[src/kbd_pkg.sv]
package kbd_pkg;

   typedef logic [6:0]  key_code_t;
   typedef logic [3:0]  shift_state_t;
   typedef logic [10:0] key_event_t;   // Shift state on top of the key code

   typedef logic [31:0] wb_data_t;
   typedef logic [2:0]  wb_adr_t;      // Word address
   typedef logic [3:0]  wb_sel_t;

   // Queue size and the fixed model number reported in the status word
   localparam int queue_depth = 8;
   localparam logic [2:0] kbd_model = 3'd0;

   localparam wb_adr_t adr_event   = 3'd0;  // Status word and oldest event
   localparam wb_adr_t adr_control = 3'd1;

   // Field positions in the status word
   localparam int stat_valid_bit    = 31;
   localparam int stat_model_msb    = 30;
   localparam int stat_model_lsb    = 28;
   localparam int stat_shift_msb    = 27;
   localparam int stat_shift_lsb    = 24;
   localparam int stat_overflow_bit = 23;
   localparam int stat_key_msb      = 22;
   localparam int stat_key_lsb      = 16;

   // The keyboard_block bit lives in the top byte of the control word
   localparam int ctrl_block_bit  = 24;
   localparam int ctrl_block_lane = 3;

endpackage

[src/kbd_queue_if.sv]
`timescale 1ns/1ps

interface kbd_queue_if;
   import kbd_pkg::*;

   logic       pop;       // One-cycle request to drop the head entry
   logic       valid;     // Head entry holds an event
   key_event_t head;
   logic       overflow;  // Sticky until the next pop

   modport queue (
      input  pop,
      output valid,
      output head,
      output overflow
   );

   modport regs (
      output pop,
      input  valid,
      input  head,
      input  overflow
   );

endinterface

[src/kbd_event_queue.sv]
`timescale 1ns/1ps

module kbd_event_queue (
   input  logic                  clk,
   input  logic                  reset,
   input  logic                  keypress,
   input  kbd_pkg::key_code_t    keycode,
   input  kbd_pkg::shift_state_t shift_state,
   kbd_queue_if.queue            q
);
   import kbd_pkg::*;

   key_event_t             entry_data [queue_depth];
   key_event_t             shift_in   [queue_depth];
   key_event_t             new_event;
   logic [queue_depth-1:0] inuse;
   logic [queue_depth-1:0] prev_used;
   logic [queue_depth-1:0] near_used;
   logic [queue_depth-1:0] load;
   logic                   do_pop;
   logic                   full;
   logic                   overflow;

   assign new_event = {shift_state, keycode};
   assign full      = &inuse;
   assign do_pop    = q.pop & inuse[queue_depth-1];  // Pop of an empty queue does nothing

   // Neighbour state on the tail side and on the head side of each entry
   assign prev_used = {inuse[queue_depth-2:0], 1'b0};
   assign near_used = {1'b1, inuse[queue_depth-1:1]};

   // Entry i takes the value of entry i-1 on a pop
   always_comb begin
      shift_in[0] = new_event;
      for (int i = 1; i < queue_depth; i++) begin
         shift_in[i] = entry_data[i-1];
      end
   end

   // Used entries always form one run that ends at the head.
   // A push goes just behind that run, or just behind it after the shift on a pop.
   always_comb begin
      if (do_pop) begin
         load = {queue_depth{keypress}} & inuse & ~prev_used;
      end else begin
         load = {queue_depth{keypress}} & ~inuse & near_used;
      end
   end

   always_ff @(posedge clk) begin
      for (int i = 0; i < queue_depth; i++) begin
         if (load[i]) begin
            entry_data[i] <= new_event;
         end else if (do_pop) begin
            entry_data[i] <= shift_in[i];
         end
      end
   end

   always_ff @(posedge clk) begin
      if (reset) begin
         inuse    <= '0;
         overflow <= 1'b0;
      end else begin
         if (do_pop) begin
            inuse <= prev_used | load;
         end else begin
            inuse <= inuse | load;
         end

         if (do_pop) begin
            overflow <= 1'b0;
         end else if (keypress && full) begin
            overflow <= 1'b1;  // Event is lost
         end
      end
   end

   assign q.valid    = inuse[queue_depth-1];
   assign q.head     = entry_data[queue_depth-1];
   assign q.overflow = overflow;

endmodule

[src/kbd_wb_regs.sv]
`timescale 1ns/1ps

module kbd_wb_regs (
   input  logic              clk,
   input  logic              reset,
   input  logic              cyc,
   input  logic              stb,
   input  logic              we,
   input  kbd_pkg::wb_adr_t  adr,
   input  kbd_pkg::wb_sel_t  sel,
   input  kbd_pkg::wb_data_t dat_w,
   output kbd_pkg::wb_data_t dat_r,
   output logic              ack,
   output logic              keyboard_block,
   kbd_queue_if.regs         q
);
   import kbd_pkg::*;

   logic         access;
   logic         read_event;
   logic         write_control;
   key_code_t    head_code;
   shift_state_t head_shift;
   wb_data_t     status_word;
   wb_data_t     control_word;
   wb_data_t     read_word;

   // A new access is one the slave has not acknowledged yet
   assign access = cyc & stb & ~ack;

   assign read_event    = access & ~we & (adr == adr_event);
   assign write_control = access & we & (adr == adr_control) & sel[ctrl_block_lane];

   // The head leaves the queue at the same edge that raises ack
   assign q.pop = read_event;

   assign {head_shift, head_code} = q.head;

   always_comb begin
      status_word = '0;
      status_word[stat_valid_bit] = q.valid;
      status_word[stat_model_msb:stat_model_lsb] = kbd_model;
      status_word[stat_overflow_bit] = q.overflow;
      if (q.valid) begin
         status_word[stat_shift_msb:stat_shift_lsb] = head_shift;
         status_word[stat_key_msb:stat_key_lsb]     = head_code;
      end
   end

   always_comb begin
      control_word = '0;
      control_word[ctrl_block_bit] = keyboard_block;
   end

   always_comb begin
      case (adr)
         adr_event:   read_word = status_word;
         adr_control: read_word = control_word;
         default:     read_word = '0;  // Unmapped addresses read as zero
      endcase
   end

   always_ff @(posedge clk) begin
      if (reset) begin
         ack <= 1'b0;
      end else begin
         ack <= access;  // Single-cycle ack that never repeats back to back
      end
   end

   always_ff @(posedge clk) begin
      if (access && !we) begin
         dat_r <= read_word;
      end
   end

   always_ff @(posedge clk) begin
      if (reset) begin
         keyboard_block <= 1'b0;
      end else if (write_control) begin
         keyboard_block <= dat_w[ctrl_block_bit];
      end
   end

endmodule

[src/kbd_mmio_top.sv]
`timescale 1ns/1ps

module kbd_mmio_top (
   input  logic                  clk,
   input  logic                  reset,

   // Wishbone classic slave
   input  logic                  cyc,
   input  logic                  stb,
   input  logic                  we,
   input  kbd_pkg::wb_adr_t      adr,
   input  kbd_pkg::wb_sel_t      sel,
   input  kbd_pkg::wb_data_t     dat_w,
   output kbd_pkg::wb_data_t     dat_r,
   output logic                  ack,

   // Key source
   input  logic                  keypress,
   input  kbd_pkg::key_code_t    keycode,
   input  kbd_pkg::shift_state_t shift_state,
   output logic                  keyboard_block
);

   kbd_queue_if q_if ();

   kbd_event_queue u_queue (
      .clk         (clk),
      .reset       (reset),
      .keypress    (keypress),
      .keycode     (keycode),
      .shift_state (shift_state),
      .q           (q_if.queue)
   );

   kbd_wb_regs u_regs (
      .clk            (clk),
      .reset          (reset),
      .cyc            (cyc),
      .stb            (stb),
      .we             (we),
      .adr            (adr),
      .sel            (sel),
      .dat_w          (dat_w),
      .dat_r          (dat_r),
      .ack            (ack),
      .keyboard_block (keyboard_block),
      .q              (q_if.regs)
   );

endmodule

[config.mk]
export PLATFORM = sky130hd
export DESIGN_NAME = kbd_mmio_top
export DESIGN_NICKNAME = d
export VERILOG_FILES = /design/src/kbd_pkg.sv /design/src/kbd_queue_if.sv /design/src/kbd_event_queue.sv /design/src/kbd_wb_regs.sv /design/src/kbd_mmio_top.sv
export SDC_FILE = /design/constraint.sdc
export NUM_CORES = 1
export LEC_CHECK = 0
export ABC_AREA = 1
export BUFFER_PORTS_ARGS = -buffer_cell sky130_fd_sc_hd__buf_4
export CORE_MARGIN = 2
export CORE_UTILIZATION = 45
export CTS_CLUSTER_SIZE = 8
export DETAILED_ROUTE_END_ITERATION = 12
export GPL_ROUTABILITY_DRIVEN = 0
export PLACE_DENSITY_LB_ADDON = 0.08
export SYNTH_ARGS = -nofsm -noshare
export SYNTH_HDL_FRONTEND = slang
export SYNTH_SLANG_ARGS = --single-unit
[constraint.sdc]
create_clock -name clk -period 2.19 [get_ports clk]
set_input_delay 0.1095 -clock clk [delete_from_list [all_inputs] [get_ports clk]]
set_output_delay 0.1095 -clock clk [all_outputs]
set_load 0.01 [all_outputs]
==> impl_metrics.yaml, run 1 <==
worst_setup_path:
  crit_required_ns: 2.30
  critical_path.startpoint_type: "flop"
  regToRegStartpoint: "u_queue.inuse[7]"
  startpoint: "u_queue.inuse[7]"
  cpPeakStageDelay_ns: 0.36
  path_class: "flop to flop"
  critPathSlowestCell: "nand3_2"
  cp-end-kind: "flop"
  cp_max_fo: 23
  crit_chain: "inv_1 > nor2_8 > buf_4 > nand3_2 > nor2_1 > a21oi_1"
  cp.arrival_ns: 1.83
layout:
  num_antenna_cells: 0
  seqCellArea_um2: 3250
  fillers: 894
  layout-drive-gt1-share_pct: 14.3
  multiInputGateArea_um2: 1250
  nets: 539
  area_growth_pct: 12.9
sta:
  max_freq_ghz: 0.580
  setup_violations: 0
  fin_crit_ns: 1.73
  fin_ws_ns: 0.465
  rsz0062_at_grt: "false"
  fin_skew_ns: 0.0137
  finalMaxSlewViolations: 0
  final.setup.tns_ns: 0
  min_period_over_period_pct: 78.8
  finalHoldViolCount: 0
die:
  die_y_um: 107
  start_util_pct: 46.4
  fp.dieArea_um2: 11500
  placementRows: 37
  io_pins: 90
  fp.dieW_um: 107
  core_um2: 10400
grt:
  grt_overflow: 0
  antenna_found_initial: 0
  track_usage_pct: 13.4
  grt_pass1_vias: 2661
  grt_max_degree: 24
  grt_first_pass_wirelength_um: 12200
synth:
  synthSimpleGateAreaFrac_pct: 14.8
  synthCells: 436
  ys_seq_area_share_pct: 67.6
  synth_xor_area_share_pct: 0
  synth_compound_area_share_pct: 9.62
  ys_types: 24
  synth_warnings: 0
  avgSynthCellArea_um2: 11.0
  muxShareOfSynthArea_pct: 0
  ys_ff_latch: 112
  syn_area_um2: 4810
  synth_adder_area_share_pct: 0
  synth_top_family_by_area: "simple AND/OR/NAND/NOR gates"
placed_design:
  post-place-ws_ns: 0.343
  portBuffers: 36
  hpwl_um: 5170
cts:
  cts_max_level: 3
  cts_resized: 0
  cts_tree: "built"
  clkLatencyLatePin_ns: 0.37
  clkTransAtPathRegs_ns: 0.10
  cts_buffers: 9
  root_buffer: "clkbuf_8"
  clockBufferDepth: 2
  cts.sinks: 112
route:
  antenna_left: 0
  wl_um: 7280
  drtIter0Drc: 119
  drc: 0
  dr.pass1.iters: 4
  vias: 2985
  via_per_inst: 4.78
  wire_per_inst_um: 11.7
power_and_ir_drop:
  power_density_nw_per_um2: 703
  vdd_ir_drop_max_v: 0.000355
  leakagePower_uw: 0.00205
flow_run:
  drv_cap: 0
worst_hold_path:
  holdCritStartpoint: "cyc"
  hp-class: "input port to flop"
status:
  status: "finished clean"
worst max-delay path, delay by kind of cell, from the launching register on:
family / cells / cell delay [ns]
AOI/OAI and AO/OA: 1 / 0.06
and+or+nand+nor: 3 / 0.73
DFF: 1 / 0.34
buffers and inverters: 2 / 0.35
cell type report:
cell class                 instances  area share [%]
tap                              136            3.13
sequential                       112            59.9
clock inverter                     7            1.08
inverter                          29            2.00
timing repair buffer              58            8.62
clock buffer                       9            2.28
multi-input combinational        273            23.0
cell families (layout without fill, tap and decap cells):
group	count (synthesis)	in the layout
AO/OA/AOI/OAI	92	92
buffers and inverters	69	103
flip-flops	112	112
other	1	19
AND/OR/NAND/NOR	162	162
power breakdown:
| part | leakage (uW) | switching (uW) | internal [uW] | total (uW) |
|---|---|---|---|---|
| registers | 0.00101 | 15.8 | 2390 | 2410 |
| logic | 0.000954 | 152 | 94.1 | 246 |
| clock network | 0.0000946 | 725 | 438 | 1160 |
| total | 0.00205 | 893 | 2920 | 3820 |
Yosys cell counts:
master / n / area (um2)
nor3_1: 3 / 15.0
buf_6: 4 / 45.0
edfxtp_1: 101 / 3030
nand2_2: 1 / 6.26
dfxtp_1: 11 / 220
a21oi_1: 77 / 385
nand2_1: 53 / 199
nand3_4: 2 / 35.0
nand3_2: 2 / 20.0
clkbuf_1: 3 / 11.3
buf_2: 11 / 55.1
inv_1: 29 / 109
buf_1: 2 / 7.51
nor2_8: 1 / 20.0
nor2_1: 79 / 297
nand4_1: 1 / 6.26
nand3_1: 16 / 80.1
conb_1: 1 / 3.75
nor2_4: 1 / 11.3
nor2_2: 2 / 12.5
buf_4: 20 / 150
nand2_4: 1 / 11.3
o211ai_1: 1 / 7.51
o21ai_0: 14 / 70.1
timing repair:
| action | CTS | global route |
|---|---|---|
| hold buffers | 13 | 0 |
| endpoints found under the hold margin | 19 | 0 |
| buffers inserted | 0 | 0 |
| setup endpoints to repair | 0 | 0 |
flip-flops by register name, summed over array words and instances (netlist names):
signal	count
u_queue.entry_data	88
u_queue.inuse	8
u_queue.q.overflow	1
u_regs.ack	1
u_regs.dat_r	13
u_regs.keyboard_block	1
path summary, 6_finish.rpt:
kind,to,slack (ns),cells after the start
hold reg to reg,u_queue.q.overflow,0.47,2
setup reg to reg,u_queue.entry_data[1][18],0.46,6
setup / recovery,u_queue.entry_data[1][18],0.46,6
hold / removal,u_regs.ack,0.05,3
metal layers:
layer / global-route usage, % / wire length (um) / vias to the layer above
li1: - / - / 1554
met1: 16.5 / 3290 / 1387
met2: 23.3 / 3790 / 42
met3: 2.18 / 169 / 2
met4: 6.04 / 36 / 0
met5: 0 / 0 / -
per-stage QoR:
| step | total power, uW | instance area (um2) | hold slack (ns) | std cells | util, % |
|---|---|---|---|---|---|
| 2_1_floorplan | 2630 | 4880 | 0.208 | 454 | - |
| 3_3_place_gp | 2680 | 5120 | 0.298 | 595 | 49.3 |
| 3_5_place_dp | 2680 | 5120 | 0.299 | 595 | 49.3 |
| 4_1_cts | 3870 | 5430 | 0.0208 | 624 | 52.4 |
| 5_1_grt | 3970 | 5430 | 0.0435 | 624 | 52.4 |
| 6_report | 3820 | 5430 | 0.0475 | 624 | 52.4 |
layout by cell type, fill, tap and decap left out, types with 4 or more instances in the layout:
cell type,count
a21oi_1,77
o21ai_0,14
conb_1,19
nor2_1,79
nand2_1,53
inv_1,29
edfxtp_1,101
clkbuf_8,9
buf_4,45
dfxtp_1,11
nand3_1,16
dlygate4sd3_1,13
inv_6,4
(Power assumes the default switching activity.)
==> run 2, diff against run 1 <==
==> constraint.sdc (replaced) <==
create_clock -name clk -period 1.78 [get_ports clk]
set_input_delay 0.089 -clock clk [delete_from_list [all_inputs] [get_ports clk]]
set_output_delay 0.089 -clock clk [all_outputs]
set_load 0.01 [all_outputs]
==> run 2 against run 1 <==
  * Critical path depth unchanged
  * Power grew 27%
  * Cell area up 4.2%
  * Via count decreased by 1.0%
  * Sequential cell count unchanged
  * Worst hold slack worse by 0.019 ns
  * First-iteration DRC count up 37%
  * Maximum frequency is 6.2% higher
  * Core utilization grew 2.2 points
  * Routed wire length decreased by 1.6%
  * Cell count up 1.8%
  * Critical endpoint is now u_queue.entry_data[1][39]
  * Largest power group unchanged
==> impl_metrics.yaml, run 2 (synthesized netlist as in run 1, its figures left out) <==
status:
  status: "finished clean"
cts:
  cts_buffers: 9
  clkTransAtPathRegs_ns: 0.10
  cts_resized: 0
  cts_max_level: 3
  cts.sinks: 112
  clkLatencyLatePin_ns: 0.37
  root_buffer: "clkbuf_8"
  cts_tree: "built"
  clockBufferDepth: 2
layout:
  largest_reg_flops: 88
  mostFrequentLayoutCell: "edfxtp_1"
  largest-register: "u_queue.entry_data"
  num_antenna_cells: 0
  largestRegisters: "u_queue.entry_data (88), u_regs.dat_r (13), u_queue.inuse (8)"
  layout-drive-gt1-share_pct: 16.0
  fin_cells: 635
  finish.utilization_pct: 54.5
  nets: 550
  area_growth_pct: 17.6
  final_cell_mix: "edfxtp_1 (101), nor2_1 (79), a21oi_1 (77)"
sta:
  rsz0062_at_grt: "false"
  final.setup.tns_ns: 0
  setup_violations: 0
  min_period_over_period_pct: 91.2
  finalHoldViolCount: 0
  fin_skew_ns: 0.0128
  finalMaxSlewViolations: 0
  whs_ns: 0.0287
  fin_crit_ns: 1.62
  fin_ws_ns: 0.156
  max_freq_ghz: 0.616
worst_setup_path:
  cpPeakStageDelay_ns: 0.34
  cp_max_fo: 22
  cp-end-kind: "flop"
  critPathSlowestCell: "dfxtp_1"
  critical_path.startpoint_type: "flop"
  crit_family: "simple AND/OR/NAND/NOR gates"
  crit_chain: "inv_1 > nor2_8 > nand2_4 > nor2_2 > buf_12 > o21ai_0"
  cp.arrival_ns: 1.73
  path_class: "flop to flop"
  cp_num_buf_inv: 2
  crit_required_ns: 1.89
grt:
  antenna_found_initial: 0
  track_usage_pct: 13.4
  grt_pass1_vias: 2606
  grt_max_degree: 24
  grt_overflow: 0
  grt_first_pass_wirelength_um: 12200
placed_design:
  dp.cells: 604
  hpwl_um: 5080
  post-place-ws_ns: 0.121
  portBuffers: 36
die:
  placementRows: 37
  io_pins: 90
  fp.dieW_um: 107
  start_util_pct: 46.4
  fp.dieArea_um2: 11500
  die_y_um: 107
  core_um2: 10400
route:
  antenna_left: 0
  vias: 2955
  drtIter0Drc: 163
  wl_um: 7160
  drc: 0
  via_per_inst: 4.65
  dr.pass1.iters: 5
  wire_per_inst_um: 11.3
flow_run:
  drv_cap: 0
power_and_ir_drop:
  vdd_ir_drop_max_v: 0.000512
  power_density_nw_per_um2: 858
  leakagePower_uw: 0.00215
worst_hold_path:
  hp-class: "input port to flop"
==> run 2: cell types whose count changed in the layout (fill, tap and decap cells not counted) <==
cell | before | now
inv_6 | 4 | 2
dlygate4sd3_1 | 13 | 14
buf_4 | 45 | 46
bufinv_16 | 0 | 1
clkinv_8 | 0 | 1
buf_12 | 0 | 9
==> run 2: metrics by stage <==
stage / cell area [um2] / power, uW
final: 5660 / 4860
after floorplan: 4880 / 3230
after CTS: 5640 / 4920
after detailed placement: 5290 / 3330
after global routing: 5660 / 5040
after global placement: 5290 / 3320
==> run 2: repair_timing <==
item	in CTS	in global routing
endpoints found under the setup margin	0	2
hold buffers	14	0
endpoints found under the hold margin	19	0
buffers inserted	0	1
==> run 2: worst register-to-register path, delay by kind of cell (launching register included) <==
family	cells	cell delay (ns)
AOI/OAI and AO/OA	1	0.09
DFF	1	0.34
buffers and inverters	2	0.26
and+or+nand+nor	3	0.68
==> run 2: power by group <==
part	internal (uW)	total (uW)	leakage, uW	switching, uW
clock	681	1560	0.000107	879
sequential	2940	2960	0.00101	19.4
combinational	143	333	0.00104	190
total	3770	4860	0.00215	1090
==> run 2: area by class of cell <==
cell class                      instances  area, um2
Clock buffer                            9        124
Clock inverter                          7       87.6
Fill cell                             883       4710
Inverter                               29        109
Multi-Input combinational cell        273       1250
Sequential cell                       112       3250
Tap cell                              136        170
Timing Repair Buffer                   69        666
==> run 2: final timing paths <==
check	from	end	slack, ns	depth (start not counted)
worst min-delay path	stb	u_regs.ack	0.03	3
worst max register to register	u_queue.inuse[7]	u_queue.entry_data[1][39]	0.16	6
worst min register to register	u_queue.q.overflow	u_queue.q.overflow	0.47	2
worst max-delay path	u_queue.inuse[7]	u_queue.entry_data[1][39]	0.16	6
==> run 2: routing by layer <==
layer | wire [um] | GRT usage (%) | vias up
met5 | 0 | 0 | -
met2 | 3550 | 22.6 | 55
met4 | 89 | 4.67 | 0
li1 | - | - | 1576
met1 | 3270 | 17.0 | 1317
met3 | 247 | 3.27 | 7
==> run 3, diff against run 2 <==
--- a/config.mk
+++ b/config.mk
@@ -6,11 +6,13 @@
 export NUM_CORES = 1
 export LEC_CHECK = 0
 export ABC_AREA = 1
-export BUFFER_PORTS_ARGS = -buffer_cell sky130_fd_sc_hd__buf_4
+export CELL_PAD_IN_SITES_DETAIL_PLACEMENT = 1
+export CELL_PAD_IN_SITES_GLOBAL_PLACEMENT = 2
 export CORE_MARGIN = 2
-export CORE_UTILIZATION = 45
+export CORE_UTILIZATION = 40
 export CTS_CLUSTER_SIZE = 8
 export DETAILED_ROUTE_END_ITERATION = 12
+export DONT_BUFFER_PORTS = 1
 export GPL_ROUTABILITY_DRIVEN = 0
 export PLACE_DENSITY_LB_ADDON = 0.08
 export SYNTH_ARGS = -nofsm -noshare
==> run 3 against run 2 <==
  * Power is 5.7% higher
  * Die area is 12% higher
  * First-iteration DRC count is 20% lower
  * Via count is 1.8% higher
  * Critical path depth is 2 higher
  * Cell count is 3.0% lower
  * Clock power is 21% higher
  * Cell area is 3.3% lower
  * Maximum frequency is 4.0% higher
  * Non-clock buffer count is 30 lower
  * Clock-buffer cell count is 1 higher
  * Sequential cell count stayed put
  * Critical path type unchanged
  * Critical endpoint is now u_queue.entry_data[1][31]
==> impl_metrics.yaml, run 3 (synthesized netlist as in run 1, its figures left out) <==
power_and_ir_drop:
  switching_share_pct: 21.9
  seqPwrFrac_pct: 57.9
  p_total_uw: 5130
  power_density_nw_per_um2: 938
  net-switching-power_uw: 1130
  internal-power_uw: 4000
  p_comb_share_pct: 5.4
  leakagePower_uw: 0.00202
  p_clk_share_pct: 36.8
  vdd_ir_drop_max_v: 0.000543
layout:
  multiInputGateArea_um2: 1250
  mostFrequentLayoutCell: "edfxtp_1"
  num_antenna_cells: 0
  final_cell_mix: "edfxtp_1 (101), nor2_1 (79), a21oi_1 (77)"
  largestRegisters: "u_queue.entry_data (88), u_regs.dat_r (13), u_queue.inuse (8)"
  largest_reg_flops: 88
  layout-drive-gt1-share_pct: 9.81
  area_growth_pct: 13.7
  seqCellArea_um2: 3250
  finish.utilization_pct: 46.1
  nets: 520
  fillers: 1277
  largest-register: "u_queue.entry_data"
cts:
  clkTransAtPathRegs_ns: 0.07
  clockBufferDepth: 2
  cts.sinks: 112
  cts_tree: "built"
  root_buffer: "clkbuf_16"
  cts_max_level: 3
  cts_buffers: 9
  clkLatencyLatePin_ns: 0.35
route:
  drc: 0
  wl_um: 8210
  antenna_left: 0
  vias: 3007
  wire_per_inst_um: 13.3
  dr.pass1.iters: 4
  drtIter0Drc: 131
  via_per_inst: 4.88
die:
  start_util_pct: 40.6
  fp.dieArea_um2: 12900
  fp.dieW_um: 114
  placementRows: 40
  io_pins: 90
  die_y_um: 114
  core_um2: 11900
worst_setup_path:
  startpoint: "u_regs.ack"
  path_class: "flop to flop"
  regToRegStartpoint: "u_regs.ack"
  setup.worst_path.end: "u_queue.entry_data[1][31]"
  rr_endpoint: "u_queue.entry_data[1][31]"
  r2r_cells: 8
  cp.arrival_ns: 1.65
  cp_max_fo: 23
  critical_path.startpoint_type: "flop"
  cp-end-kind: "flop"
  crit_required_ns: 1.87
  reg2reg_slack_ns: 0.22
grt:
  antenna_found_initial: 0
  grt_overflow: 0
  grt_first_pass_wirelength_um: 14300
  grt_max_degree: 24
  grt_pass1_vias: 3029
  track_usage_pct: 14.1
status:
  status: "finished clean"
worst_hold_path:
  hp-class: "input port to flop"
placed_design:
  portBuffers: 0
  post-place-ws_ns: -0.0791
  hpwl_um: 5740
sta:
  max_freq_ghz: 0.641
  fin_crit_ns: 1.56
  finalMaxSlewViolations: 0
  whs_ns: 0.0219
  finalHoldViolCount: 0
  min_period_over_period_pct: 87.7
  fin_skew_ns: 0.00627
  setup_violations: 0
  rsz0062_at_grt: "false"
  fin_ws_ns: 0.219
flow_run:
  drv_cap: 0
[run 3: cell types whose count changed in the layout (fill, tap and decap cells not counted), sizes merged]
| cell | change |
|---|---|
| inv | -1 |
| clkbuf | +1 |
| dlygate4sd3 | +2 |
| clkinvlp | +1 |
| buf | -32 |
| bufinv | -1 |
[run 3: worst min-delay path by stage]
stage,from,to,slack [ns],cells after the start
after detailed placement,reset,u_queue.inuse[2],0.16,1
after floorplan,keycode[0],u_queue.entry_data[0][0],0.19,0
after global routing,we,u_regs.keyboard_block,0.05,3
final,we,u_regs.keyboard_block,0.02,3
after CTS,we,u_regs.keyboard_block,0.001,3
after global placement,reset,u_queue.inuse[1],0.16,1
[run 3: power groups by stage]
stage | registers, uW | clock network, uW | logic, uW
6_report | 2970 | 1890 | 275
5_1_grt | 2980 | 2060 | 316
4_1_cts | 2970 | 1970 | 274
3_5_place_dp | 3030 | 0 | 238
3_3_place_gp | 3030 | 0 | 229
2_1_floorplan | 3030 | 0 | 204
[run 3: what timing repair did]
action	in CTS	in global routing
hold buffers	16	0
hold endpoints to repair	23	0
pin swaps	1	1
buffers inserted	3	3
gates resized for setup	1	0
endpoints found under the setup margin	15	11
gates cloned	0	0
[run 3: layout make-up]
cell class | count | share of cell area [%]
inverter | 29 | 1.99
clock inverter | 6 | 0.801
tap | 147 | 3.36
multi-input combinational | 273 | 22.9
clock buffer | 10 | 4.19
sequential | 112 | 59.5
timing repair buffer | 39 | 7.23
[run 3: metal layers]
metal  up-vias  global-route usage (%)  share of wire, %
li1       1517                       -                 -
met3        10                    2.76               2.8
met5         -                       0                 0
met4         0                    7.48               1.8
met2        58                    23.2                49
met1      1422                    17.7                47
[run 3: stage by stage]
stage	setup TNS (ns)	cells	instance area, um2
finish	0	616	5470
global route	0	616	5470
CTS	0	613	5430
global placement	0	578	4970
detailed placement	-0.546	578	4970
floorplan	0	454	4880
[run 3: critical path: stages (launching register included)]
cell     delay, ns
dfxtp_1       0.31
inv_1         0.06
nand3_2       0.09
nor2_4        0.20
buf_4         0.18
nand3_1       0.08
buf_4         0.21
nor2_1        0.12
a21oi_1       0.05
